### src/pu_defs.svh
// ~~~~~~~~~~~~~~~~~~~~~~~~~~~~~~~~~~~~~~~~~~~~~~~~
// Core sizes. Word addressed, full words only, no byte selects.
// ~~~~~~~~~~~~~~~~~~~~~~~~~~~~~~~~~~~~~~~~~~~~~~~~
`ifndef PU_DEFS_SVH
`define PU_DEFS_SVH

// Data and instruction width.
`define PU_ARCHBITSZ 32

// Word address width, so the byte offset bits are gone.
`define PU_ADDRBITSZ 30

`define PU_GPRCNT 16 // General registers.

// Depth of the fetch ring.
`define PU_INSTRBUFSZ 2

`endif

### src/pu_bus_pkg.sv
// ~~~~~~~~~~~~~~~~~~~~~~~~~~~~~~~~~~~~~~~~~~~~~~~~
// Memory port types. Readwrite op exists but is never issued.
// ~~~~~~~~~~~~~~~~~~~~~~~~~~~~~~~~~~~~~~~~~~~~~~~~
`include "pu_defs.svh"

package pu_bus_pkg;

	typedef enum logic [1:0] {
		MEMNOOP        = 2'b00,
		MEMWRITEOP     = 2'b01,
		MEMREADOP      = 2'b10,
		MEMREADWRITEOP = 2'b11
	} mem_op_t;

	typedef logic [`PU_ARCHBITSZ-1:0] word_t;
	typedef logic [`PU_ADDRBITSZ-1:0] waddr_t; // Word address.

endpackage

### src/pu_isa_pkg.sv
// ~~~~~~~~~~~~~~~~~~~~~~~~~~~~~~~~~~~~~~~~~~~~~~~~
// Instruction set. Unknown opcodes run as NOP.
// ~~~~~~~~~~~~~~~~~~~~~~~~~~~~~~~~~~~~~~~~~~~~~~~~
`include "pu_defs.svh"

package pu_isa_pkg;

	typedef enum logic [3:0] {
		OP_NOP   = 4'd0,
		OP_LI    = 4'd1,  // rd = sext(imm).
		OP_ADD   = 4'd2,
		OP_SUB   = 4'd3,
		OP_AND   = 4'd4,
		OP_OR    = 4'd5,
		OP_XOR   = 4'd6,
		OP_LD    = 4'd7,  // rd = mem[ra + sext(imm)].
		OP_ST    = 4'd8,  // mem[ra + sext(imm)] = rb.
		OP_JZ    = 4'd9,  // if (ra == 0) pc = imm.
		OP_GETID = 4'd10,
		OP_HALT  = 4'd11
	} opcode_t;

	typedef logic [$clog2(`PU_GPRCNT)-1:0] gpr_idx_t;

	// Field positions, each field runs upward from its low bit.
	localparam int OPC_LSB  = 28;
	localparam int RD_LSB   = 24;
	localparam int RA_LSB   = 20;
	localparam int RB_LSB   = 16;
	localparam int IMMBITSZ = 16; // Immediate sits in the low half.

endpackage

### src/pu.sv
// ~~~~~~~~~~~~~~~~~~~~~~~~~~~~~~~~~~~~~~~~~~~~~~~~
// halted_o stays high until reset. No interrupts, caches or MMU.
// ~~~~~~~~~~~~~~~~~~~~~~~~~~~~~~~~~~~~~~~~~~~~~~~~
`timescale 1ns/1ps
`include "pu_defs.svh"

module pu (
	input  logic                 clk_i,
	input  logic                 reset_i,
	input  pu_bus_pkg::waddr_t   rstaddr_i,
	input  pu_bus_pkg::word_t    id_i,
	output pu_bus_pkg::mem_op_t  op_o,
	output pu_bus_pkg::waddr_t   addr_o,
	output pu_bus_pkg::word_t    data_o,
	input  pu_bus_pkg::word_t    data_i,
	input  logic                 rdy_i,
	output logic                 halted_o
);
	logic                 ireq, idone, ivalid, itake, flush;
	logic                 dreq, dwe, ddone, we;
	pu_bus_pkg::waddr_t   iaddr, daddr, target;
	pu_bus_pkg::word_t    idata, instr, dwdata, drdata;
	pu_bus_pkg::word_t    ra_data, rb_data, wd_data;
	pu_isa_pkg::gpr_idx_t ra, rb, wd_idx;

	pu_instr_fetch i_fetch (
		.clk_i, .reset_i, .rstaddr_i,
		.flush_i(flush), .target_i(target), .stop_i(halted_o), // Halt stops fetching.
		.ireq_o(ireq), .iaddr_o(iaddr), .idone_i(idone), .idata_i(idata),
		.ivalid_o(ivalid), .instr_o(instr), .itake_i(itake)
	);

	pu_exec i_exec (
		.clk_i, .reset_i, .id_i,
		.ivalid_i(ivalid), .instr_i(instr), .itake_o(itake),
		.flush_o(flush), .target_o(target), .halted_o,
		.ra_o(ra), .rb_o(rb), .ra_data_i(ra_data), .rb_data_i(rb_data),
		.we_o(we), .wd_idx_o(wd_idx), .wd_data_o(wd_data),
		.dreq_o(dreq), .dwe_o(dwe), .daddr_o(daddr), .dwdata_o(dwdata),
		.ddone_i(ddone), .drdata_i(drdata)
	);

	pu_gpr_file i_gpr (
		.clk_i, .reset_i,
		.ra_i(ra), .rb_i(rb), .ra_data_o(ra_data), .rb_data_o(rb_data),
		.we_i(we), .wd_idx_i(wd_idx), .wd_data_i(wd_data)
	);

	pu_mem_arbiter i_arb (
		.clk_i, .reset_i,
		.ireq_i(ireq), .iaddr_i(iaddr), .idone_o(idone), .idata_o(idata),
		.dreq_i(dreq), .dwe_i(dwe), .daddr_i(daddr), .dwdata_i(dwdata),
		.ddone_o(ddone), .drdata_o(drdata),
		.op_o, .addr_o, .data_o, .data_i, .rdy_i
	);

endmodule

### src/pu_exec.sv
// ~~~~~~~~~~~~~~~~~~~~~~~~~~~~~~~~~~~~~~~~~~~~~~~~
// One instruction at a time. LD/ST hold issue until the bus completes.
// ~~~~~~~~~~~~~~~~~~~~~~~~~~~~~~~~~~~~~~~~~~~~~~~~
`timescale 1ns/1ps
`include "pu_defs.svh"

module pu_exec (
	input  logic                  clk_i,
	input  logic                  reset_i,
	input  pu_bus_pkg::word_t     id_i,
	input  logic                  ivalid_i,
	input  pu_bus_pkg::word_t     instr_i,
	output logic                  itake_o,
	output logic                  flush_o,
	output pu_bus_pkg::waddr_t    target_o,
	output logic                  halted_o,
	output pu_isa_pkg::gpr_idx_t  ra_o,
	output pu_isa_pkg::gpr_idx_t  rb_o,
	input  pu_bus_pkg::word_t     ra_data_i,
	input  pu_bus_pkg::word_t     rb_data_i,
	output logic                  we_o,
	output pu_isa_pkg::gpr_idx_t  wd_idx_o,
	output pu_bus_pkg::word_t     wd_data_o,
	output logic                  dreq_o,
	output logic                  dwe_o,
	output pu_bus_pkg::waddr_t    daddr_o,
	output pu_bus_pkg::word_t     dwdata_o,
	input  logic                  ddone_i,
	input  pu_bus_pkg::word_t     drdata_i
);
	localparam int IDXW = $bits(pu_isa_pkg::gpr_idx_t);

	pu_isa_pkg::opcode_t  opc;
	pu_isa_pkg::gpr_idx_t rd, ld_rd_q;
	pu_bus_pkg::word_t    simm, ea, alu_res, dwdata_q;
	pu_bus_pkg::waddr_t   daddr_q;
	logic                 issue, is_mem, alu_we;
	logic                 mem_q, dwe_q, halted_q;

	assign opc  = pu_isa_pkg::opcode_t'(instr_i[pu_isa_pkg::OPC_LSB +: 4]);
	assign rd   = instr_i[pu_isa_pkg::RD_LSB +: IDXW];
	assign ra_o = instr_i[pu_isa_pkg::RA_LSB +: IDXW];
	assign rb_o = instr_i[pu_isa_pkg::RB_LSB +: IDXW];
	assign simm = pu_bus_pkg::word_t'(signed'(instr_i[pu_isa_pkg::IMMBITSZ-1:0]));
	assign ea   = ra_data_i + simm; // Word address, upper bits dropped.

	assign issue   = ivalid_i && !halted_q && !mem_q;
	assign is_mem  = (opc == pu_isa_pkg::OP_LD) || (opc == pu_isa_pkg::OP_ST);
	assign itake_o = issue;

	always_comb begin
		alu_we  = 1'b1;
		alu_res = '0;
		case (opc)
			pu_isa_pkg::OP_LI:    alu_res = simm;
			pu_isa_pkg::OP_ADD:   alu_res = ra_data_i + rb_data_i;
			pu_isa_pkg::OP_SUB:   alu_res = ra_data_i - rb_data_i;
			pu_isa_pkg::OP_AND:   alu_res = ra_data_i & rb_data_i;
			pu_isa_pkg::OP_OR:    alu_res = ra_data_i | rb_data_i;
			pu_isa_pkg::OP_XOR:   alu_res = ra_data_i ^ rb_data_i;
			pu_isa_pkg::OP_GETID: alu_res = id_i;
			default:              alu_we  = 1'b0;
		endcase
	end

	// Jump target is absolute, zero extended.
	assign flush_o  = issue && (opc == pu_isa_pkg::OP_JZ) && (ra_data_i == '0);
	assign target_o = pu_bus_pkg::waddr_t'(instr_i[pu_isa_pkg::IMMBITSZ-1:0]);
	assign halted_o = halted_q;

	// Load completion owns the write port while a memory op is pending.
	assign we_o      = mem_q ? (ddone_i && !dwe_q) : (issue && alu_we);
	assign wd_idx_o  = mem_q ? ld_rd_q : rd;
	assign wd_data_o = mem_q ? drdata_i : alu_res;

	assign dreq_o   = mem_q;
	assign dwe_o    = dwe_q;
	assign daddr_o  = daddr_q;
	assign dwdata_o = dwdata_q;

	always_ff @(posedge clk_i) begin
		if (reset_i) begin
			mem_q    <= 1'b0;
			halted_q <= 1'b0;
		end else begin
			if (issue && is_mem) mem_q <= 1'b1;
			else if (ddone_i) mem_q <= 1'b0;
			if (issue && (opc == pu_isa_pkg::OP_HALT)) halted_q <= 1'b1; // Sticky.
		end
	end

	always_ff @(posedge clk_i) begin
		if (issue) begin
			daddr_q  <= ea[`PU_ADDRBITSZ-1:0];
			dwdata_q <= rb_data_i;
			dwe_q    <= (opc == pu_isa_pkg::OP_ST);
			ld_rd_q  <= rd;
		end
	end

endmodule

### src/pu_gpr_file.sv
// ~~~~~~~~~~~~~~~~~~~~~~~~~~~~~~~~~~~~~~~~~~~~~~~~
// Reads see a write only after the clock edge.
// ~~~~~~~~~~~~~~~~~~~~~~~~~~~~~~~~~~~~~~~~~~~~~~~~
`timescale 1ns/1ps
`include "pu_defs.svh"

module pu_gpr_file (
	input  logic                  clk_i,
	input  logic                  reset_i,
	input  pu_isa_pkg::gpr_idx_t  ra_i,
	input  pu_isa_pkg::gpr_idx_t  rb_i,
	output pu_bus_pkg::word_t     ra_data_o,
	output pu_bus_pkg::word_t     rb_data_o,
	input  logic                  we_i,
	input  pu_isa_pkg::gpr_idx_t  wd_idx_i,
	input  pu_bus_pkg::word_t     wd_data_i
);
	pu_bus_pkg::word_t regs_q [`PU_GPRCNT];

	assign ra_data_o = regs_q[ra_i];
	assign rb_data_o = regs_q[rb_i];

	always_ff @(posedge clk_i) begin
		if (reset_i) begin
			for (int i = 0; i < `PU_GPRCNT; i++) begin
				regs_q[i] <= '0;
			end
		end else if (we_i) begin
			regs_q[wd_idx_i] <= wd_data_i;
		end
	end

endmodule

### src/pu_instr_fetch.sv
// ~~~~~~~~~~~~~~~~~~~~~~~~~~~~~~~~~~~~~~~~~~~~~~~~
// One fetch in flight at most. A flush drops that fetch when it lands.
// ~~~~~~~~~~~~~~~~~~~~~~~~~~~~~~~~~~~~~~~~~~~~~~~~
`timescale 1ns/1ps
`include "pu_defs.svh"

module pu_instr_fetch (
	input  logic                clk_i,
	input  logic                reset_i,
	input  pu_bus_pkg::waddr_t  rstaddr_i,
	input  logic                flush_i,
	input  pu_bus_pkg::waddr_t  target_i,
	input  logic                stop_i,
	output logic                ireq_o,
	output pu_bus_pkg::waddr_t  iaddr_o,
	input  logic                idone_i,
	input  pu_bus_pkg::word_t   idata_i,
	output logic                ivalid_o,
	output pu_bus_pkg::word_t   instr_o,
	input  logic                itake_i
);
	localparam int PTRW = (`PU_INSTRBUFSZ > 1) ? $clog2(`PU_INSTRBUFSZ) : 1;
	localparam int CNTW = $clog2(`PU_INSTRBUFSZ + 1);

	pu_bus_pkg::word_t  ibuf [`PU_INSTRBUFSZ];
	logic [PTRW-1:0]    rd_ptr_q, wr_ptr_q;
	logic [CNTW-1:0]    cnt_q, cnt_nxt;
	pu_bus_pkg::waddr_t pc_q, faddr_q;
	logic               req_q, drop_q;
	logic               push, pop, start;

	function automatic logic [PTRW-1:0] ptr_inc(input logic [PTRW-1:0] p);
		return (p == PTRW'(`PU_INSTRBUFSZ - 1)) ? '0 : p + 1'b1;
	endfunction

	assign pop   = itake_i && (cnt_q != '0);
	assign push  = req_q && idone_i && !drop_q && !flush_i && !stop_i;
	assign cnt_nxt = cnt_q + CNTW'(push) - CNTW'(pop);
	// Next fetch may launch in the cycle the current one completes.
	assign start = !stop_i && !flush_i && (!req_q || idone_i) &&
		(cnt_nxt < CNTW'(`PU_INSTRBUFSZ));

	assign ireq_o   = req_q;
	assign iaddr_o  = faddr_q; // Held for the whole access.
	assign ivalid_o = (cnt_q != '0);
	assign instr_o  = ibuf[rd_ptr_q];

	always_ff @(posedge clk_i) begin
		if (reset_i) begin
			req_q    <= 1'b0;
			drop_q   <= 1'b0;
			cnt_q    <= '0;
			rd_ptr_q <= '0;
			wr_ptr_q <= '0;
			pc_q     <= rstaddr_i;
		end else if (flush_i) begin
			cnt_q    <= '0;
			rd_ptr_q <= '0;
			wr_ptr_q <= '0;
			pc_q     <= target_i;
			req_q    <= req_q && !idone_i; // Bus still owes us this one.
			drop_q   <= req_q && !idone_i;
		end else begin
			if (push) wr_ptr_q <= ptr_inc(wr_ptr_q);
			if (pop) rd_ptr_q <= ptr_inc(rd_ptr_q);
			cnt_q <= cnt_nxt;
			if (idone_i) drop_q <= 1'b0;
			if (start) begin
				req_q <= 1'b1;
				pc_q  <= pc_q + 1'b1;
			end else if (idone_i) begin
				req_q <= 1'b0;
			end
		end
	end

	always_ff @(posedge clk_i) begin
		if (start) faddr_q <= pc_q;
		if (push) ibuf[wr_ptr_q] <= idata_i;
	end

endmodule

### src/pu_mem_arbiter.sv
// ~~~~~~~~~~~~~~~~~~~~~~~~~~~~~~~~~~~~~~~~~~~~~~~~
// Requesters must hold their request until done. Data wins at idle.
// ~~~~~~~~~~~~~~~~~~~~~~~~~~~~~~~~~~~~~~~~~~~~~~~~
`timescale 1ns/1ps
`include "pu_defs.svh"

module pu_mem_arbiter (
	input  logic                 clk_i,
	input  logic                 reset_i,
	input  logic                 ireq_i,
	input  pu_bus_pkg::waddr_t   iaddr_i,
	output logic                 idone_o,
	output pu_bus_pkg::word_t    idata_o,
	input  logic                 dreq_i,
	input  logic                 dwe_i,
	input  pu_bus_pkg::waddr_t   daddr_i,
	input  pu_bus_pkg::word_t    dwdata_i,
	output logic                 ddone_o,
	output pu_bus_pkg::word_t    drdata_o,
	output pu_bus_pkg::mem_op_t  op_o,
	output pu_bus_pkg::waddr_t   addr_o,
	output pu_bus_pkg::word_t    data_o,
	input  pu_bus_pkg::word_t    data_i,
	input  logic                 rdy_i
);
	logic busy_q, own_d_q;
	logic sel_d, active;

	// Owner is locked while busy, otherwise picked this cycle.
	assign sel_d  = busy_q ? own_d_q : dreq_i;
	assign active = busy_q || dreq_i || ireq_i;

	always_comb begin
		if (!active) op_o = pu_bus_pkg::MEMNOOP;
		else if (sel_d && dwe_i) op_o = pu_bus_pkg::MEMWRITEOP;
		else op_o = pu_bus_pkg::MEMREADOP;
	end

	assign addr_o = sel_d ? daddr_i : iaddr_i;
	assign data_o = dwdata_i; // Only sampled on writes.

	assign ddone_o  = active && sel_d && rdy_i;
	assign idone_o  = active && !sel_d && rdy_i;
	assign drdata_o = data_i;
	assign idata_o  = data_i;

	always_ff @(posedge clk_i) begin
		if (reset_i) begin
			busy_q  <= 1'b0;
			own_d_q <= 1'b0;
		end else if (active) begin
			busy_q  <= !rdy_i;
			own_d_q <= sel_d;
		end
	end

endmodule

### config.mk
export PLATFORM = sky130hd
export DESIGN_NAME = pu
export DESIGN_NICKNAME = d
export VERILOG_FILES = /design/src/pu_bus_pkg.sv /design/src/pu_isa_pkg.sv /design/src/pu.sv /design/src/pu_exec.sv /design/src/pu_gpr_file.sv /design/src/pu_instr_fetch.sv /design/src/pu_mem_arbiter.sv
export VERILOG_INCLUDE_DIRS = /design/src
export SDC_FILE = /design/constraint.sdc
export NUM_CORES = 2
export LEC_CHECK = 0
export BUFFER_PORTS_ARGS = -buffer_cell sky130_fd_sc_hd__buf_2
export CAP_MARGIN = 20
export CORE_UTILIZATION = 55
export DETAILED_ROUTE_END_ITERATION = 16
export PLACE_DENSITY = 0.75
export SLEW_MARGIN = 20
export SYNTH_ARGS = -nofsm -noshare
export SYNTH_HDL_FRONTEND = slang
export SYNTH_SLANG_ARGS = --single-unit
### constraint.sdc
create_clock -name clk_i -period 6 [get_ports clk_i]
set_input_delay 0.6 -clock clk_i [delete_from_list [all_inputs] [get_ports clk_i]]
set_output_delay 0.6 -clock clk_i [all_outputs]
set_load 0.1 [all_outputs]
=== Yosys cells after proc, flatten, opt, wreduce, memory -nomap -nowiden ===
Memories as Yosys holds them, arrays and structs flattened. A register that Yosys moved wholly into a read port is not among the register bits.
Index checks and enable logic that the tools add are counted.

* Reduce and logical (&&, ||, !) cells: 44
* Muxes and demuxes: 32
* Eq/ne operators: 11
* Bitwise logic cells: 3
* Magnitude comparators: 1
* Add/subtract/negate cells: 8

{| class="wikitable"
|+ Operators with widths
! cell !! count
|-
| case mux 32 bit (7 select lines) || 1
|-
| two-way mux 30 bit || 4
|-
| two-way mux 32 bit || 2
|-
| adder 32 bit || 1
|-
| bitwise AND 32 bit || 1
|-
| logical NOT 32 bit || 1
|-
| OR 32 bit || 1
|-
| OR reduction 32 bit || 1
|-
| subtractor 32 bit || 1
|-
| XOR 32 bit || 1
|-
| adder 30 x 1 -> 30 bit, second input constant || 1
|-
| adder 30 bit || 1
|-
| logical AND 1 bit || 22
|-
| two-way mux 1 bit || 21
|-
| equality test 4 x 3 -> 1 bit, second input constant || 4
|-
| equality test 4 bit, second input constant || 4
|-
| logical NOT 1 bit || 9
|-
| equality test 4 x 2 -> 1 bit, second input constant || 2
|-
| two-way mux 4 bit || 2
|-
| OR reduction 7 bit || 1
|-
| nonzero test 2 bit || 3
|-
| nonzero test 3 bit || 2
|-
| equality test 4 x 1 -> 1 bit, second input constant || 1
|-
| logical OR 1 bit || 4
|-
| other kinds (6) || 8
|}

* Flip-flop bits (word level): 137
* Word-level logic and storage cells: 116
* Output and inout bits: 65
* Memories kept: 2
* Memory bits (writable): 576

{| class="wikitable"
|+ Memories
! name !! words !! bits a word !! read ports !! clocked after memory_dff !! write ports !! RTL line !! source
|-
| i_gpr.regs_q || 16 || 32 || 2 || 0 || 16 || pu_gpr_file.sv:18 || <nowiki>pu_bus_pkg::word_t regs_q [`PU_GPRCNT];</nowiki>
|-
| i_fetch.ibuf || 2 || 32 || 1 || 1 || 1 || pu_instr_fetch.sv:25 || <nowiki>pu_bus_pkg::word_t ibuf [`PU_INSTRBUFSZ];</nowiki>
|}

=== Logic depth before layout (Yosys ltp) ===
* Word-level depth: 15
* Gate-level depth with buffers: 29

=== Cells and area by module ===
Synthesis repeated with hierarchy kept, for this count alone.

* Cell total of the unflattened synthesis: 3228
* Area total of the unflattened synthesis: 42080.4 um^2

{| class="wikitable"
|+ By module, submodules not included
! module !! instances !! sequential area each (um^2) !! area an instance (um^2) !! cells an instance
|-
| pu_gpr_file || 1 || 15374.7 || 26581.7 || 1687
|-
| pu_exec || 1 || 2052.0 || 8752.1 || 1024
|-
| pu_instr_fetch || 1 || 3863.7 || 5522.8 || 370
|-
| pu_mem_arbiter || 1 || 40.0 || 1223.7 || 147
|}

=== Worst setup path before layout ===
OpenSTA, ideal clock, no wires.

* Path kind: register to register
* Start: register (tool-made name)
* End: register i_fetch.pc_q[0], enable pin
* Setup slack: -462 ps
* Stages on the path, launching flop included: 18
* Arrival time: 6088 ps
* Clock period less this slack: 6462 ps
* Library setup time: 373 ps
* Path buffers: 4
* Data required time: 5627 ps
* Cell sequence: dfxtp_1 -> buf_6 -> buf_4 -> buf_1 -> mux2i_1 -> clkbuf_1 -> mux2i_1 -> nor3_1 -> nand3_1 -> nor3_1 -> or2_2 -> nor4_1 -> ha_1 -> xor2_1 -> xnor2_1 -> nand2b_1 -> a21oi_1 -> or2_2

{| class="wikitable"
|+ RTL lines
! element !! RTL line !! source
|-
| end signal, assigned || pu_instr_fetch.sv:55 || <nowiki>pc_q <= rstaddr_i;</nowiki>
|-
| end signal, assigned || pu_instr_fetch.sv:60 || <nowiki>pc_q <= target_i;</nowiki>
|-
| end signal, assigned || pu_instr_fetch.sv:70 || <nowiki>pc_q <= pc_q + 1'b1;</nowiki>
|-
| end, declared || pu_instr_fetch.sv:28 || <nowiki>pu_bus_pkg::waddr_t pc_q, faddr_q;</nowiki>
|}

==> run_results.csv <==
group,metric,value,unit
grt,grt_max_degree,71,
critical_path,path_buf_inv,7,
sta,setup_ws,-0.003840,ns
cells_and_area,area_delta_synth_final,17.06,%
critical_path,cp_cell_sequence,"buf_6, buf_4, mux2i_4, buf_12, buf_12, buf_4, mux4_2, mux2i_1, mux2i_1, buf_4, ha_1, and3_1, nand2_1, nor3_1, o21ai_1, nand4_1, nand2_1, xnor2_1, a221oi_4, buf_2, nor2_1",
synth,syn_nets,3345,
outcome,run_status,"complete, but fails checks",
route,vias,30430,
cells_and_area,final_util,0.6539,
critical_path,crit_type,"reg2reg",
grt,grt_usage,0.3610,
grt,grt_pass1_wl,195100,um
floorplan,ios,162,
sta,clock_skew,0.03065,ns
job,cap_violations,0,
floorplan,row_count,98,
synth,synth_top_area_frac,0.5259,
sta,hold_viol_final,0,
hold_path,hp-class,"in2reg",
synth,synth_cell_types,76,
place,io_buffers,161,
floorplan,die_h,272.2,um
sta,relSlewSlack,0.2541,
grt,antenna_found_initial,2,
floorplan,die_area,74070,um^2
clock_network,clock_sinks,714,
critical_path,startpoint_type,"flip-flop",
place,placed_area,43910,um^2
outcome,violations,"negative setup slack",
floorplan,dieWidth,272.2,um
cells_and_area,final_nets,3692,
critical_path,crit_slowest_cell,"mux2i_1",
route,drc,0,
clock_network,root_buffer,"clkbuf_16",
sta,report.final.setup_viol,2,
clock_network,cts_tree,"built",
sta,fmax,166.6,MHz
critical_path,end_kind,"flip-flop",
sta,fin_tns_setup,-0.004639,ns
synth,postSynthCellCount,3117,
sta,maxSlewViolCount,0,
cells_and_area,fillCellCount,5235,
route,drt_first_pass_iters,5,
critical_path,cp_max_fo,64,
clock_network,cts_hold_buf,0,
clock_network,path_clk_slew,0.06,ns
power_and_ir_drop,ir_worst_vdd,568.6,uV
grt,grt_remaining_overflow,0,
critical_path,arrival,6.37,ns
cells_and_area,drive_above_1_share,0.2792,
route,drt_iter0_markers,4423,
synth,yosys_warnings,0,
route,wl_per_cell,30.44,um
synth,synth_seq_cells,714,
grt,grt_pass1_vias,30480,
synth,yosys.area.top_type,"edfxtp_1",
synth,synth_ff_type,"edfxtp_1",
sta,worst_slew_pin_slew,1.114,ns
critical_path,critPathTopFamily,"buffers and inverters",
floorplan,initial_core_util,0.5586,
cells_and_area,fin_area,46990,um^2
critical_path,required,6.36,ns
power_and_ir_drop,leakage,17.61,nW
synth,synth_edf_count,703,
critical_path,worst_path_most_repeated_cell,"buf_4",
route,vias_per_cell,6.816,
route,ant_nets,0,
synth,synth_area,40140,um^2
clock_network,htree_levels,3,
floorplan,core,71850,um^2
place,hpwl,90350,um
clock_network,clkLatencyLatePin,0.65,ns
cells_and_area,layoutNonFillerInstCount,4465,
synth,async_flop_share,0,
power_and_ir_drop,totalPowerFinal,26.50,mW
place,place_congestion,0.9603,
route,wl,135900,um
synth,netlist_top_cells_area,"edfxtp_1 53%, mux4_2 14%, nor2_1 5.7%, mux2i_1 4.7%, ha_1 4.0%",
critical_path,critPathMaxStageDelay,0.78,ns
synth,yosysSeqAreaShare,0.5314,
clock_network,numCtsBuffers,76,
sta,period_share,1.001,
power_and_ir_drop,powerDensity,564.0,nW/um^2
place,placed_cells,4307,
clock_network,clockBufferDepth,3,
synth,avgSynthCellArea,12.88,um^2
sta,fin_crit,6.004,ns
-- worst paths after layout --
kind | from | to | slack [ns] | depth (start not counted)
worst max-delay path | flip-flop | i_gpr.regs_q[0][27] | -0.004 | 21
worst min-delay path | data_i[22] | i_fetch.ibuf[0][22] | 0.17 | 1
worst max register to register | flip-flop | i_gpr.regs_q[0][27] | -0.004 | 21
worst min register to register | i_fetch.pc_q[15] | i_fetch.iaddr_o[15] | 0.49 | 0
-- power by group --
part           switching [mW]  total, mW  internal [mW]
Combinational            9.44       14.9           5.47
Clock                    2.01       4.68           2.68
Sequential              0.365       6.92           6.55
-- flip-flops by register name, summed over array words and instances (netlist names), 2 cells and up, named ones only --
signal,flops
i_gpr.regs_q,512
i_fetch.cnt_q,2
i_fetch.ibuf,64
i_exec.daddr_o,30
i_exec.ld_rd_q,4
i_fetch.iaddr_o,30
i_exec.dwdata_o,32
i_fetch.pc_q,30
-- routing by layer --
| layer | track usage | up-vias | wire length [um] |
|---|---|---|---|
| met3 | 0.09257 | 502 | 17900 |
| met2 | 0.5859 | 2400 | 63930 |
| met4 | 0.1946 | 0 | 7807 |
| met1 | 0.4451 | 15040 | 46280 |
| met5 | 0 | - | 0 |
| li1 | - | 12490 | - |
-- cell type report --
| cell class | instances | area, um^2 | area share |
|---|---|---|---|
| diodes | 1 | 2.502 | 0.00005326 |
| clock buffers | 97 | 2044 | 0.04351 |
| clock inverters | 31 | 351.6 | 0.007482 |
| inverters | 100 | 375.4 | 0.007988 |
| multi-input cells | 2095 | 18040 | 0.3838 |
| flip-flops and latches | 714 | 21330 | 0.4540 |
| well taps | 950 | 1189 | 0.02530 |
| repair buffers | 477 | 3656 | 0.07781 |
-- worst register-to-register path, stage by stage (launching register included) --
cell and delay (ns):
dfxtp_4 0.41, buf_6 0.17, buf_4 0.17, mux2i_4 0.25, buf_12 0.16, buf_12 0.37
buf_4 0.55, mux4_2 0.31, mux2i_1 0.08, mux2i_1 0.78, buf_4 0.30, ha_1 0.26
and3_1 0.25, nand2_1 0.10, nor3_1 0.17, o21ai_1 0.11, nand4_1 0.22, nand2_1 0.10
xnor2_1 0.19, a221oi_4 0.42, buf_2 0.31, nor2_1 0.07
-- per-stage QoR --
step	hold slack (ns)	setup slack [ns]
after global placement	0.4700	-0.05112
after floorplan	0.4476	0.02552
after CTS	0.1521	-0.01525
after global routing	0.1773	-0.09905
final	0.1737	-0.003840
after detailed placement	0.4841	-0.1048
-- kinds of logic (layout without fill, tap and decap cells) --
group,after synthesis,after routing,share of synthesized area
compound gates,395,395,0.06627
xor+xnor,106,106,0.02313
fa+ha+maj,131,131,0.04121
buf+inv,310,705,0.03139
flops,714,714,0.5314
mux,499,501,0.2049
other cells,0,1,0
simple gates,962,962,0.1017
-- cell usage after synthesis (44+ instances only) --
library cell  number
inv_1             99
a21oi_1           77
nor2_1           613
nand2_1          149
ha_1             129
nand3_1           44
o21ai_0           72
mux2_2            56
mux2i_1          190
mux4_2           252
xnor2_1           72
edfxtp_1         703
clkbuf_1         136
-- what timing repair did --
action,4_1_cts,5_1_grt
pin swaps,2,16
resized for setup,15,72
gates cloned,1,10
setup buffers,2,16
endpoints found under the setup margin,78,252
-- cell usage in the layout, fill, tap and decap left out, types with 11 or more instances in the layout --
cell type  instances
edfxtp_1         703
nor2_1           611
buf_4            273
mux4_2           252
mux2i_1          171
buf_2            164
nand2_1          143
ha_1             127
inv_1             98
clkbuf_16         84
a21oi_1           74
xnor2_1           72
o21ai_0           69
mux2_2            53
nand3_1           42
a22oi_1           36
xor2_1            34
a21o_1            29
nor2b_1           24
a221oi_1          24
buf_12            24
nor3_1            22
o31ai_1           19
and3_1            18
o21ai_1           18
clkbuf_1          18
nand2b_2          16
a31oi_1           14
nand2b_1          13
o211ai_1          13
mux2i_2           12
nand4_1           12
nor4_1            11
No activity file was read; power rests on OpenSTA's default activity.
